**src/support_logic_config.svh**
```systemverilog
// sizes shared by the support monitor
// the FIFO depth must be a power of two and fit the outstanding counter
`ifndef SUPPORT_LOGIC_CONFIG_SVH
`define SUPPORT_LOGIC_CONFIG_SVH

// triggers the core implements
`define SL_NUM_TRIGGERS 4

// shadow slots, one more than the core has
`define SL_MAX_TRIGGERS 5

// event counters saturate at all ones
`define SL_CNT_W 8

// outstanding OBI transfers tracked per bus
`define SL_FIFO_DEPTH 4
`define SL_OUTST_W 3

`endif
```
**src/support_logic_pkg.sv**
```systemverilog
// types of the retirement-stream support monitor
// widths come from the config header
`include "support_logic_config.svh"

package support_logic_pkg;

  // one record per retired instruction
  typedef struct packed {
    logic        valid;
    logic        dbg_mode;
    logic        is_dret;
    logic        trap;
    logic        exception;
    logic [5:0]  exception_cause;
    logic        intr;
    logic [10:0] intr_cause;
    logic        is_mmode;
    logic        is_umode;
  } retire_t;

  // PC source select of the controller
  typedef enum logic [2:0] {
    PC_BOOT     = 3'd0,
    PC_JUMP     = 3'd1,
    PC_MRET     = 3'd2,
    PC_DRET     = 3'd3,
    PC_TRAP_DBD = 3'd4,
    PC_TRAP_IRQ = 3'd5,
    PC_TRAP_EXC = 3'd6,
    PC_TRAP_DBE = 3'd7
  } pc_mux_e;

  typedef struct packed {
    logic    pc_set;
    pc_mux_e pc_mux;
  } ctrl_t;

  typedef struct packed {
    logic req;
    logic gnt;
    logic gntpar;
    logic rvalid;
  } obi_bus_t;

  // trigger CSR write seen in writeback
  typedef struct packed {
    logic        valid;
    logic [2:0]  tselect;
    logic [31:0] tdata1;
    logic [31:0] tdata2;
  } trig_wr_t;

  // ----------------------------------------
  // tdata1 views
  // ----------------------------------------
  typedef struct packed {
    logic [3:0]  ttype;
    logic [27:0] data;
  } tdata1_generic_t;

  // etrigger layout, mode enables at bits 9 and 6
  typedef struct packed {
    logic [3:0]  ttype;
    logic [17:0] rsvd_27_10;
    logic        m;
    logic [1:0]  rsvd_8_7;
    logic        u;
    logic [5:0]  rsvd_5_0;
  } tdata1_etrig_t;

  typedef union packed {
    tdata1_generic_t generic;
    tdata1_etrig_t   etrig;
  } tdata1_u;

  // ----------------------------------------
  // monitor outputs
  // ----------------------------------------
  typedef struct packed {
    logic                   addr_ph_cont;
    logic                   resp_ph_cont;
    logic [`SL_OUTST_W-1:0] outstanding;
  } bus_flags_t;

  typedef struct packed {
    logic                 first_fetch;
    logic                 first_debug_ins;
    logic                 recorded_dbg_req;
    logic                 req_after_exception;
    logic                 exc_trigger_hit;
    logic [`SL_CNT_W-1:0] cnt_irq_ack;
    logic [`SL_CNT_W-1:0] cnt_rvfi_irqs;
    bus_flags_t           instr_bus;
    bus_flags_t           data_bus;
    logic                 req_was_store;
    logic                 data_req_had_integrity;
    logic                 instr_req_had_integrity;
    logic                 gntpar_err_in_resp_instr;
    logic                 gntpar_err_in_resp_data;
  } support_flags_t;

endpackage

```
**src/support_logic.sv**
```systemverilog
// support monitor top, watches retirement, trap control and both OBI buses
// it never stalls the buses, so stimulus must keep the FIFOs in range
`timescale 1ns/100ps
`include "support_logic_config.svh"

module support_logic (
  input  logic                              in_support_if,
  input  logic                              rst_n_i,
  input  support_logic_pkg::retire_t        retire_i,
  input  support_logic_pkg::ctrl_t          ctrl_i,
  input  support_logic_pkg::obi_bus_t       instr_bus_i,
  input  support_logic_pkg::obi_bus_t       data_bus_i,
  input  support_logic_pkg::trig_wr_t       trig_wr_i,
  input  logic                              fetch_enable_i,
  input  logic                              debug_req_i,
  input  logic                              irq_ack_i,
  input  logic                              req_is_store_i,
  input  logic                              req_instr_integrity_i,
  input  logic                              req_data_integrity_i,
  output support_logic_pkg::support_flags_t flags_o
);

  support_logic_pkg::bus_flags_t instr_flags;
  support_logic_pkg::bus_flags_t data_flags;
  logic                 fetch_seen_q;
  logic                 irq_retired;
  logic                 instr_gntpar_err;
  logic                 data_gntpar_err;
  logic                 first_debug_ins;
  logic                 recorded_dbg_req;
  logic                 req_after_exception;
  logic                 exc_trigger_hit;
  logic [`SL_CNT_W-1:0] cnt_irq_ack;
  logic [`SL_CNT_W-1:0] cnt_rvfi_irqs;
  logic                 req_was_store;
  logic                 data_integrity;
  logic                 instr_integrity;
  logic                 instr_gntpar_resp;
  logic                 data_gntpar_resp;

  // core start, remembered until reset
  always_ff @(posedge in_support_if) begin
    if (!rst_n_i) begin
      fetch_seen_q <= 1'b0;
    end else if (fetch_enable_i) begin
      fetch_seen_q <= 1'b1;
    end
  end

  // ----------------------------------------
  // bus phase monitors
  // ----------------------------------------
  obi_phase_monitor u_instr_mon (
    .in_support_if (in_support_if),
    .rst_n_i       (rst_n_i),
    .bus_i         (instr_bus_i),
    .flags_o       (instr_flags),
    .gntpar_err_o  (instr_gntpar_err)
  );

  obi_phase_monitor u_data_mon (
    .in_support_if (in_support_if),
    .rst_n_i       (rst_n_i),
    .bus_i         (data_bus_i),
    .flags_o       (data_flags),
    .gntpar_err_o  (data_gntpar_err)
  );

  // ----------------------------------------
  // request attributes returned with responses
  // ----------------------------------------
  req_attribute_fifo u_data_store_fifo (
    .in_support_if (in_support_if),
    .rst_n_i       (rst_n_i),
    .bus_i         (data_bus_i),
    .attr_i        (req_is_store_i),
    .attr_o        (req_was_store)
  );

  req_attribute_fifo u_data_integrity_fifo (
    .in_support_if (in_support_if),
    .rst_n_i       (rst_n_i),
    .bus_i         (data_bus_i),
    .attr_i        (req_data_integrity_i),
    .attr_o        (data_integrity)
  );

  req_attribute_fifo u_instr_integrity_fifo (
    .in_support_if (in_support_if),
    .rst_n_i       (rst_n_i),
    .bus_i         (instr_bus_i),
    .attr_i        (req_instr_integrity_i),
    .attr_o        (instr_integrity)
  );

  req_attribute_fifo u_instr_gntpar_fifo (
    .in_support_if (in_support_if),
    .rst_n_i       (rst_n_i),
    .bus_i         (instr_bus_i),
    .attr_i        (instr_gntpar_err),
    .attr_o        (instr_gntpar_resp)
  );

  req_attribute_fifo u_data_gntpar_fifo (
    .in_support_if (in_support_if),
    .rst_n_i       (rst_n_i),
    .bus_i         (data_bus_i),
    .attr_i        (data_gntpar_err),
    .attr_o        (data_gntpar_resp)
  );

  // ----------------------------------------
  // debug, traps and triggers
  // ----------------------------------------
  debug_entry_fsm u_debug_fsm (
    .in_support_if         (in_support_if),
    .rst_n_i               (rst_n_i),
    .retire_i              (retire_i),
    .ctrl_i                (ctrl_i),
    .data_bus_i            (data_bus_i),
    .debug_req_i           (debug_req_i),
    .first_debug_ins_o     (first_debug_ins),
    .recorded_dbg_req_o    (recorded_dbg_req),
    .req_after_exception_o (req_after_exception)
  );

  exception_trigger_unit u_etrig (
    .in_support_if (in_support_if),
    .rst_n_i       (rst_n_i),
    .trig_wr_i     (trig_wr_i),
    .retire_i      (retire_i),
    .hit_o         (exc_trigger_hit)
  );

  // causes 1024 to 1027 are NMIs and are not counted
  assign irq_retired = retire_i.valid && retire_i.intr &&
                       !(retire_i.intr_cause inside {[11'd1024:11'd1027]});

  irq_event_counter u_irq_ack_cnt (
    .in_support_if (in_support_if),
    .rst_n_i       (rst_n_i),
    .inc_i         (irq_ack_i),
    .count_o       (cnt_irq_ack)
  );

  irq_event_counter u_irq_ret_cnt (
    .in_support_if (in_support_if),
    .rst_n_i       (rst_n_i),
    .inc_i         (irq_retired),
    .count_o       (cnt_rvfi_irqs)
  );

  assign flags_o = '{
    first_fetch:              fetch_enable_i && !fetch_seen_q,
    first_debug_ins:          first_debug_ins,
    recorded_dbg_req:         recorded_dbg_req,
    req_after_exception:      req_after_exception,
    exc_trigger_hit:          exc_trigger_hit,
    cnt_irq_ack:              cnt_irq_ack,
    cnt_rvfi_irqs:            cnt_rvfi_irqs,
    instr_bus:                instr_flags,
    data_bus:                 data_flags,
    req_was_store:            req_was_store,
    data_req_had_integrity:   data_integrity,
    instr_req_had_integrity:  instr_integrity,
    gntpar_err_in_resp_instr: instr_gntpar_resp,
    gntpar_err_in_resp_data:  data_gntpar_resp
  };

endmodule

```
**src/irq_event_counter.sv**
```systemverilog
// counts single-cycle events, holds at all ones
`timescale 1ns/100ps
`include "support_logic_config.svh"

module irq_event_counter (
  input  logic                 in_support_if,
  input  logic                 rst_n_i,
  input  logic                 inc_i,
  output logic [`SL_CNT_W-1:0] count_o
);

  logic [`SL_CNT_W-1:0] cnt_q;

  always_ff @(posedge in_support_if) begin
    if (!rst_n_i) begin
      cnt_q <= '0;
    end else if (inc_i && cnt_q != '1) begin
      cnt_q <= cnt_q + 1'b1;
    end
  end

  assign count_o = cnt_q;

endmodule

```
**src/exception_trigger_unit.sv**
```systemverilog
// shadows trigger CSR writes, so it is only valid if every write is reported
// exception causes of 32 and above never hit
`timescale 1ns/100ps
`include "support_logic_config.svh"

module exception_trigger_unit (
  input  logic                        in_support_if,
  input  logic                        rst_n_i,
  input  support_logic_pkg::trig_wr_t trig_wr_i,
  input  support_logic_pkg::retire_t  retire_i,
  output logic                        hit_o
);

  // type 15, trigger disabled
  localparam logic [31:0] TDATA1_DEFAULT = 32'hF800_0000;

  support_logic_pkg::tdata1_u [`SL_MAX_TRIGGERS-1:0] tdata1_q;
  logic [`SL_MAX_TRIGGERS-1:0][31:0]                 tdata2_q;
  logic [`SL_MAX_TRIGGERS-1:0]                       slot_hit;
  logic                                              exc_valid;

  always_ff @(posedge in_support_if) begin
    if (!rst_n_i) begin
      tdata1_q <= {`SL_MAX_TRIGGERS{TDATA1_DEFAULT}};
      tdata2_q <= '0;
    end else if (trig_wr_i.valid && trig_wr_i.tselect < `SL_MAX_TRIGGERS) begin
      tdata1_q[trig_wr_i.tselect] <= trig_wr_i.tdata1;
      tdata2_q[trig_wr_i.tselect] <= trig_wr_i.tdata2;
    end
  end

  assign exc_valid = retire_i.valid && retire_i.exception && !retire_i.exception_cause[5];

  // ----------------------------------------
  // per slot match
  // ----------------------------------------
  for (genvar t = 0; t < `SL_MAX_TRIGGERS; t++) begin : g_slot
    if (t < `SL_NUM_TRIGGERS) begin : g_impl
      assign slot_hit[t] = exc_valid
        && tdata1_q[t].generic.ttype == 4'd5
        && tdata2_q[t][retire_i.exception_cause[4:0]]
        && ((retire_i.is_mmode && tdata1_q[t].etrig.m) ||
            (retire_i.is_umode && tdata1_q[t].etrig.u));
    end else begin : g_unimpl
      // slot not implemented by the core
      assign slot_hit[t] = 1'b0;
    end
  end

  assign hit_o = |slot_hit;

endmodule

```
**src/debug_entry_fsm.sv**
```systemverilog
// debug entry, dret re-arm, debug request window and post-trap data requests
// a trap and a retirement in one cycle count as the trap
`timescale 1ns/100ps

module debug_entry_fsm (
  input  logic                        in_support_if,
  input  logic                        rst_n_i,
  input  support_logic_pkg::retire_t  retire_i,
  input  support_logic_pkg::ctrl_t    ctrl_i,
  input  support_logic_pkg::obi_bus_t data_bus_i,
  input  logic                        debug_req_i,
  output logic                        first_debug_ins_o,
  output logic                        recorded_dbg_req_o,
  output logic                        req_after_exception_o
);

  typedef enum logic [1:0] {
    NORMAL,
    IN_DEBUG,
    DRET_SEEN,
    TRAP_WINDOW
  } state_e;

  state_e     state_q;
  state_e     state_d;
  state_e     retire_next;
  logic       trap_taken;
  logic       data_gnt_q;
  logic       req_after_exc_q;
  logic       dbg_req_q;
  logic [1:0] ret_cnt_q;

  assign trap_taken = ctrl_i.pc_set &&
                      (ctrl_i.pc_mux == support_logic_pkg::PC_TRAP_EXC ||
                       ctrl_i.pc_mux == support_logic_pkg::PC_TRAP_DBE);

  // ----------------------------------------
  // state machine
  // ----------------------------------------
  always_comb begin
    if (retire_i.is_dret && !retire_i.trap) begin
      retire_next = DRET_SEEN;
    end else if (retire_i.dbg_mode) begin
      retire_next = IN_DEBUG;
    end else begin
      retire_next = NORMAL;
    end

    if (trap_taken) begin
      state_d = TRAP_WINDOW;
    end else if (retire_i.valid) begin
      state_d = retire_next;
    end else if (state_q == DRET_SEEN) begin
      // dret seen lasts one cycle
      state_d = NORMAL;
    end else begin
      state_d = state_q;
    end
  end

  always_ff @(posedge in_support_if) begin
    if (!rst_n_i) begin
      state_q <= NORMAL;
    end else begin
      state_q <= state_d;
    end
  end

  assign first_debug_ins_o = retire_i.valid && retire_i.dbg_mode &&
                             (state_q == NORMAL || state_q == DRET_SEEN);

  // ----------------------------------------
  // data request after a trap
  // ----------------------------------------
  always_ff @(posedge in_support_if) begin
    if (!rst_n_i) begin
      data_gnt_q      <= 1'b0;
      req_after_exc_q <= 1'b0;
    end else begin
      data_gnt_q <= data_bus_i.req && data_bus_i.gnt;
      if (trap_taken) begin
        if (data_bus_i.req && data_gnt_q) begin
          req_after_exc_q <= 1'b1;
        end
      end else if (retire_i.valid) begin
        req_after_exc_q <= 1'b0;
      end else if (state_q == TRAP_WINDOW && data_bus_i.req && data_gnt_q) begin
        req_after_exc_q <= 1'b1;
      end
    end
  end

  assign req_after_exception_o = req_after_exc_q;

  // ----------------------------------------
  // debug request held over retirements
  // ----------------------------------------
  always_ff @(posedge in_support_if) begin
    if (!rst_n_i) begin
      dbg_req_q <= 1'b0;
      ret_cnt_q <= 2'd0;
    end else if (retire_i.valid) begin
      if (debug_req_i) begin
        dbg_req_q <= 1'b1;
        ret_cnt_q <= 2'd1;
      end else if (ret_cnt_q != 2'd0) begin
        ret_cnt_q <= ret_cnt_q - 2'd1;
      end else begin
        dbg_req_q <= 1'b0;
      end
    end else if (debug_req_i) begin
      dbg_req_q <= 1'b1;
      ret_cnt_q <= 2'd2;
    end
  end

  assign recorded_dbg_req_o = dbg_req_q;

endmodule

```
**src/req_attribute_fifo.sv**
```systemverilog
// one attribute bit per granted request, returned in order on rvalid
// pushing when full or popping when empty corrupts the order
`timescale 1ns/100ps
`include "support_logic_config.svh"

module req_attribute_fifo (
  input  logic                        in_support_if,
  input  logic                        rst_n_i,
  input  support_logic_pkg::obi_bus_t bus_i,
  input  logic                        attr_i,
  output logic                        attr_o
);

  localparam int DEPTH = `SL_FIFO_DEPTH;
  localparam int AW = $clog2(DEPTH);

  logic [DEPTH-1:0] mem;
  // extra top bit tells full from empty
  logic [AW:0]      wr_ptr_q;
  logic [AW:0]      rd_ptr_q;
  logic             push;
  logic             pop;

  assign push = bus_i.req && bus_i.gnt;
  assign pop  = bus_i.rvalid;

  always_ff @(posedge in_support_if) begin
    if (push) begin
      mem[wr_ptr_q[AW-1:0]] <= attr_i;
    end
  end

  always_ff @(posedge in_support_if) begin
    if (!rst_n_i) begin
      wr_ptr_q <= '0;
      rd_ptr_q <= '0;
    end else begin
      if (push) begin
        wr_ptr_q <= wr_ptr_q + 1'b1;
      end
      if (pop) begin
        rd_ptr_q <= rd_ptr_q + 1'b1;
      end
    end
  end

  // head entry belongs to the response in this cycle
  assign attr_o = mem[rd_ptr_q[AW-1:0]];

endmodule

```
**src/obi_phase_monitor.sv**
```systemverilog
// in-order OBI only, one response per granted request
// the outstanding counter is not guarded against overflow
`timescale 1ns/100ps
`include "support_logic_config.svh"

module obi_phase_monitor (
  input  logic                          in_support_if,
  input  logic                          rst_n_i,
  input  support_logic_pkg::obi_bus_t   bus_i,
  output support_logic_pkg::bus_flags_t flags_o,
  output logic                          gntpar_err_o
);

  logic                   addr_done;
  logic                   stall_q;
  logic                   gntpar_err_q;
  logic [`SL_OUTST_W-1:0] outst_q;

  assign addr_done = bus_i.req && bus_i.gnt;

  // ----------------------------------------
  // address and response phases
  // ----------------------------------------
  always_ff @(posedge in_support_if) begin
    if (!rst_n_i) begin
      stall_q <= 1'b0;
      outst_q <= '0;
    end else begin
      stall_q <= bus_i.req && !bus_i.gnt;
      // a grant and a response in one cycle leave the count unchanged
      if (addr_done && !bus_i.rvalid) begin
        outst_q <= outst_q + 1'b1;
      end else if (!addr_done && bus_i.rvalid) begin
        outst_q <= outst_q - 1'b1;
      end
    end
  end

  assign flags_o = '{
    addr_ph_cont: stall_q,
    resp_ph_cont: (outst_q != '0),
    outstanding:  outst_q
  };

  // ----------------------------------------
  // grant parity
  // ----------------------------------------
  // parity is good when gntpar is the inverse of gnt
  assign gntpar_err_o = bus_i.req && ((bus_i.gnt == bus_i.gntpar) || gntpar_err_q);

  // carry an error seen during stall cycles up to the grant
  always_ff @(posedge in_support_if) begin
    if (!rst_n_i) begin
      gntpar_err_q <= 1'b0;
    end else if (bus_i.req && !bus_i.gnt) begin
      gntpar_err_q <= gntpar_err_o;
    end else begin
      gntpar_err_q <= 1'b0;
    end
  end

endmodule

```
**config.mk**
```make
export PLATFORM = sky130hd
export DESIGN_NAME = support_logic
export DESIGN_NICKNAME = d
export VERILOG_FILES = /design/src/support_logic_pkg.sv /design/src/support_logic.sv /design/src/irq_event_counter.sv /design/src/exception_trigger_unit.sv /design/src/debug_entry_fsm.sv /design/src/req_attribute_fifo.sv /design/src/obi_phase_monitor.sv
export VERILOG_INCLUDE_DIRS = /design/src
export SDC_FILE = /design/constraint.sdc
export NUM_CORES = 1
export LEC_CHECK = 0
export BUFFER_PORTS_ARGS = -buffer_cell sky130_fd_sc_hd__buf_2
export CAP_MARGIN = 20
export CORE_MARGIN = 2
export CORE_UTILIZATION = 30
export CTS_BUF_LIST = sky130_fd_sc_hd__clkbuf_2 sky130_fd_sc_hd__clkbuf_4 sky130_fd_sc_hd__clkbuf_8
export DETAILED_ROUTE_END_ITERATION = 10
export GPL_TIMING_DRIVEN = 0
export PLACE_DENSITY = 0.46
export REMOVE_ABC_BUFFERS = 1
export SKIP_CTS_REPAIR_TIMING = 1
export SYNTH_ARGS = -nofsm -noshare
export SYNTH_HDL_FRONTEND = slang
export SYNTH_SLANG_ARGS = --single-unit
export TNS_END_PERCENT = 20
```
**constraint.sdc**
```tcl
create_clock -name in_support_if -period 3.39 [get_ports in_support_if]
set_input_delay 0.5085 -clock in_support_if [delete_from_list [all_inputs] [get_ports in_support_if]]
set_output_delay 0.5085 -clock in_support_if [all_outputs]
set_load 0.01 [all_outputs]
```
# [Word level (Yosys, flattened, before mapping)]
# Cells that the tools add are included.
# W data, S select, Z words.
[word_totals] register_bits=404 input_bits=113 output_inout_bits=36 wordCells=235
[op_classes] addsub=17 order_cmp=21 n_eq_ne=14 muxes=58 n_reduce_logical=86
[ops] op="$bwmux W160" count=2
[ops] op="$demux W32 S3" count=1
[ops] op="$logic_and A1 B1 Y1" count=52
[ops] op="$add A3 B1 Y3 const B" count=12
[ops] op="$mux W32" count=1
[ops] op="$lt A2 B3 Y1 const B" count=10
[ops] op="$mux W1" count=23
[ops] op="$bmux W1 S5" count=4
[ops] op="$bwmux W4" count=5
[ops] op="$add A8 B1 Y8 const B" count=2
[ops] op="$eq A4 B3 Y1 const B" count=4
[ops] op="$mux W2" count=8
[ops] op="$ne A8 B8 Y1 const B" count=2
[ops] op="$mux W3" count=4
[ops] op="$reduce_bool A3 Y1" count=4
[ops] op="$ge A11 B11 Y1 const B" count=1
[ops] op="$le A11 B11 Y1 const B" count=1
[ops] op="$bmux W1 S2" count=5
[ops] op="$demux W1 S2" count=5
[ops] op="$ge A2 B1 Y1 const B" count=5
[ops] op="$logic_not A1 Y1" count=10
[ops] op="$reduce_and A2 Y1" count=5
[ops] op="$reduce_bool A2 Y1" count=5
[ops] op="$logic_or A1 B1 Y1" count=8
[ops] op="other kinds (12)" count=17

# [Logic depth before layout (Yosys ltp)]
[depth] word_depth=6 mapped_depth=9 ltp_nobuf=8

# [Modules after synthesis]
# Synthesis repeated with hierarchy kept, for this count alone.
[unflattened] hier_cells=1139 hier_area_um2=10477.5
[modules_own_cells] module="exception_trigger_unit" n_inst=1 cells_each=783 area_per_inst_um2=6754.0
[modules_own_cells] module="req_attribute_fifo" n_inst=5 cells_each=31 area_per_inst_um2=386.6
[modules_own_cells] module="irq_event_counter" n_inst=2 cells_each=47 area_per_inst_um2=404.1
[modules_own_cells] module="obi_phase_monitor" n_inst=2 cells_each=26 area_per_inst_um2=254.0
[modules_own_cells] module="debug_entry_fsm" n_inst=1 cells_each=38 area_per_inst_um2=339.1
[modules_own_cells] module="support_logic" n_inst=1 cells_each=17 area_per_inst_um2=135.1

# [Worst setup path after synthesis]
# Ideal clock, no wire load.
[synth_path] path_kind="input-to-output" start="in retire_i[14] (netlist name)" end="out flags_o[31] (netlist name)" t_arrival_ps=2060 required_ps=2882 path_slack_ps=821 cell_stages=7 cell_sequence="buf_6 > mux4_2 > mux4_2 > nor4bb_1 > a21oi_1 > nand4_1 > buf_4"
[synth_between] elab_chain_len=5
[synth_lines] element="from (decl)" line_no="support_logic.sv:9" text="input support_logic_pkg::retire_t retire_i,"
[synth_lines] element="$bmux W1 S5" line_no="exception_trigger_unit.sv:41" text="&& tdata2_q[t][retire_i.exception_cause[4:0]]"
[synth_lines] element="$mux W1 (not written as such)" line_no="exception_trigger_unit.sv:41"
[synth_lines] element="$logic_and A1 B1 Y1" line_no="exception_trigger_unit.sv:41"
[synth_lines] element="$logic_and A1 B1 Y1" line_no="exception_trigger_unit.sv:42" text="&& ((retire_i.is_mmode && tdata1_q[t].etrig.m) ||"
[synth_lines] element="$reduce_or A4 Y1 (*)" line_no="exception_trigger_unit.sv:50" text="assign hit_o = |slot_hit;"
[synth_lines] element="to (decl)" line_no="support_logic.sv:20" text="output support_logic_pkg::support_flags_t flags_o"
# Every way passes the cells marked *; elsewhere a longest branch is shown, timed or not. The select of a mux whose other input is x is not followed.

==> results.md <==
* Int Power at 4.68 mW
* Top Metal Used: met5
* R2R Path Start: u_irq_ack_cnt.count_o[0]$_SDFFE_PN0P_
* Post-synthesis sequential area ratio at 45.8%
* Number of cell rows at 67
* Crit path max-delay cell type: mux4_2
* Unique cell type count in the Yosys netlist at 46
* Family with the most delay on the worst path: multiplexers
* Die H at 189 um
* CP Cell Sequence: buf_2 > buf_12 > mux4_2 > mux4_2 > nor4bb_1 > a21oi_1 > nand4_1 > buf_2
* IO buf count at 119
* Met2 wire length at 11300 um
* Fraction of registers with async set/reset at 0%
* Met1 Wirelength at 12200 um
* Layout cells sized above 1 at 20.2%
* DRC at 0
* Largest net degree at the start of global routing at 133
* Tightest Pin Transition at 860 ps
* RePlAce Congestion at 0.697
* Num Clock Sinks at 226
* Final Hold Fails at 0
* Clock power frac at 45.6%
* Reg2reg end: u_irq_ack_cnt.count_o[6]$_SDFFE_PN0P_
* Post-Synthesis Cells at 1117
* Total power at 6.24 mW
* Most frequent cell after synthesis: nand2_1
* Clock-pin transition on the worst setup and hold timing paths at 60 ps
* R2r setup slk at 1740 ps
* Crit path launch type: primary input
* Sw power at 1.56 mW
* Status: finished, final reports clean
* Io pins at 149
* Dpl hpwl at 16000 um
* Top cell type by total area after synthesis: dfxtp_1
* Initial DRC count at 251
* Post-layout util at 36.1%
* Leak pwr at 4.65 nW
* Clk_skew at 7.00 ps
* Antenna violations before repair at 2
* Via count at 7715
* Core area at 33700 um^2
* Nature of the critical path endpoint: primary output
* H-Tree Depth at 2
* Die Width at 189 um
* Worst min-delay path class: in -> reg
* Non-filler instance count after layout at 1687
* Critical path class: in -> out
* Cells on worst reg2reg path at 6
* Clock Tree Root: clkbuf_8
* Worst EP required at 2880 ps
* Worst Hold Launch: fetch_enable_i
* Slew margin rel. at 42.7%
* Flops & latches, synth at 226
* WP data arrival at 2670 ps
* Vias in the first global route at 7687
* Syn Area/Cell at 9.23 um^2
* Crit-path max FO at 25
* Area of the mapped netlist at 10300 um^2
* Pre-antenna DRT Iters at 4
* Placed cells at 1606
* Total grt overflow at 0
* Fin crit share at 93.8%
* Met3 WL post-DR at 1340 um
* Nets at 1345
* EDFF count, synth at 20
* Hold depth at 2
* Worst hold endpoint: fetch_seen_q$_SDFFE_PN0P_
* Fin crit period at 3180 ps
* Worst VDD drop at 0.228 mV
* Clock Path Buffers at 3
* CTS buffer count at 44
* Initial Utilization at 30.6%
* CTS tree: yes
* Most frequent cells after synthesis: nand2_1, dfxtp_1, a21boi_0, clkbuf_1, mux4_2
* Synth-to-Final Area Change at 17.9%
* DRT Wirelength at 25300 um
* Final Setup Violations at 0
* Ys flop type: dfxtp_1
* CP Buf/Inv Count at 3
* Final slew viol count at 0
* RSZ-0062 raised after global routing: false
* Sequential share of power at 45.7%
* YS warnings at 0
* Area contributors post-synth: dfxtp_1, nand2_1, a21boi_0
* Share of the synthesized area in the top cell type at 40.0%
* Fmax at 315 MHz
* Max stage delay on crit path at 540 ps
* Max-Cap Viols at 0
* Switching Fraction at 25.0%
* Setup TNS at 0 ps
* P per Cell Area at 513 nW/um^2
* Post-DR vias/cell at 4.57
* FILL cells at 3512
* Wire per inst at 15.0 um
* Clock Latency Late Sink at 540 ps
* Full die area at 35900 um^2
* Comb pwr share at 8.7%
* Ant. Diodes at 0
* Total GRT Usage at 14.1%
* Global-route wire length before repair at 41000 um
* Antenna Nets Post-Route at 0
-- per-stage QoR --
stage	area, um^2	hold slack, ps	setup slack [ps]
floorplan	9940	429	471
global placement	11100	445	-1750
detailed placement	11200	449	-327
CTS	12100	121	-325
global route	12200	150	79.1
finish	12200	173	212
-- cell families (layout without fill, tap and decap cells) --
group | Yosys count | in the layout | share of synthesized area (%)
buf+inv | 102 | 224 | 4.28
xor+xnor | 33 | 33 | 2.80
flops | 226 | 226 | 45.8
fa+ha+maj | 27 | 27 | 3.42
simple gates | 496 | 496 | 21.3
compound gates | 177 | 177 | 12.6
mux | 56 | 56 | 9.74
-- sequential cells by signal, indices dropped and copies added, names as in the netlist, 3 cells and up --
register and cells:
u_data_store_fifo.mem 4, u_irq_ack_cnt.count_o 8, u_etrig.tdata2_q 128, u_instr_mon.outst_q 3
u_instr_gntpar_fifo.mem 4, u_data_mon.outst_q 3, u_etrig.tdata1_q 24, u_data_integrity_fifo.mem 4
u_data_gntpar_fifo.mem 4, u_irq_ret_cnt.count_o 8, u_instr_integrity_fifo.mem 4
-- area by class of cell --
type | instances | area, um^2 | area share [%]
Clock buffer | 67 | 835 | 6.86
Clock inverter | 13 | 91.3 | 0.751
Inverter | 19 | 71.3 | 0.586
Multi-Input combinational cell | 789 | 5160 | 42.5
Sequential cell | 226 | 4720 | 38.9
Tap cell | 448 | 561 | 4.61
Timing Repair Buffer | 125 | 713 | 5.86
-- worst reg2reg max path, delay by kind of cell (launching register included) --
family                   cells  cell delay [ps]
adder cells (fa/ha/maj)      1              240
XOR/XNOR                     1              150
AO/OA/AOI/OAI                1              390
flip-flops                   1              390
AND/OR/NAND/NOR              3              380
-- metal layers --
metal | vias to the layer above | track usage (%)
li1 | 3944 | -
met1 | 3592 | 19.0
met2 | 127 | 22.5
met3 | 48 | 3.41
met4 | 4 | 4.26
met5 | - | 0
-- worst max path at each step --
stage | start | to | slack [ps] | depth (start not counted)
after floorplan | trig_wr_i[66] | u_etrig.tdata1_q[6]$_SDFFE_PN0P_ | 470 | 4
after global placement | trig_wr_i[66] | u_etrig.tdata2_q[11]$_SDFFE_PN0P_ | -1750 | 5
after detailed placement | retire_i[14] | flags_o[31] | -330 | 7
after CTS | retire_i[14] | flags_o[31] | -320 | 7
after global routing | retire_i[14] | flags_o[31] | 80 | 8
final | retire_i[14] | flags_o[31] | 210 | 8
-- layout by cell type (no fill, tap or decap), drive strengths merged, types with 3 or more instances in the layout --
cell type,count
xor2,9
ha,25
nor2b,8
buf,124
a21boi,151
and3,24
nand4,9
inv,18
edfxtp,20
clkbuf,68
nor3,6
dfxtp,206
nor4,3
clkinv,11
nor4bb,4
mux4,35
xnor2,24
mux2,5
nand2,347
o21ai,9
or3,8
and2,32
nand2b,3
mux2i,16
a31oi,3
nor2,14
nand3,27
-- power groups by stage --
stage	registers (mW)	clock network [mW]	logic, mW
6_report	2.85	2.85	0.542
5_1_grt	2.86	3.07	0.612
4_1_cts	2.85	2.97	0.552
3_5_place_dp	2.91	0	0.549
3_3_place_gp	2.90	0	0.545
2_1_floorplan	2.90	0	0.282
Power figures use the tool's default switching activity.
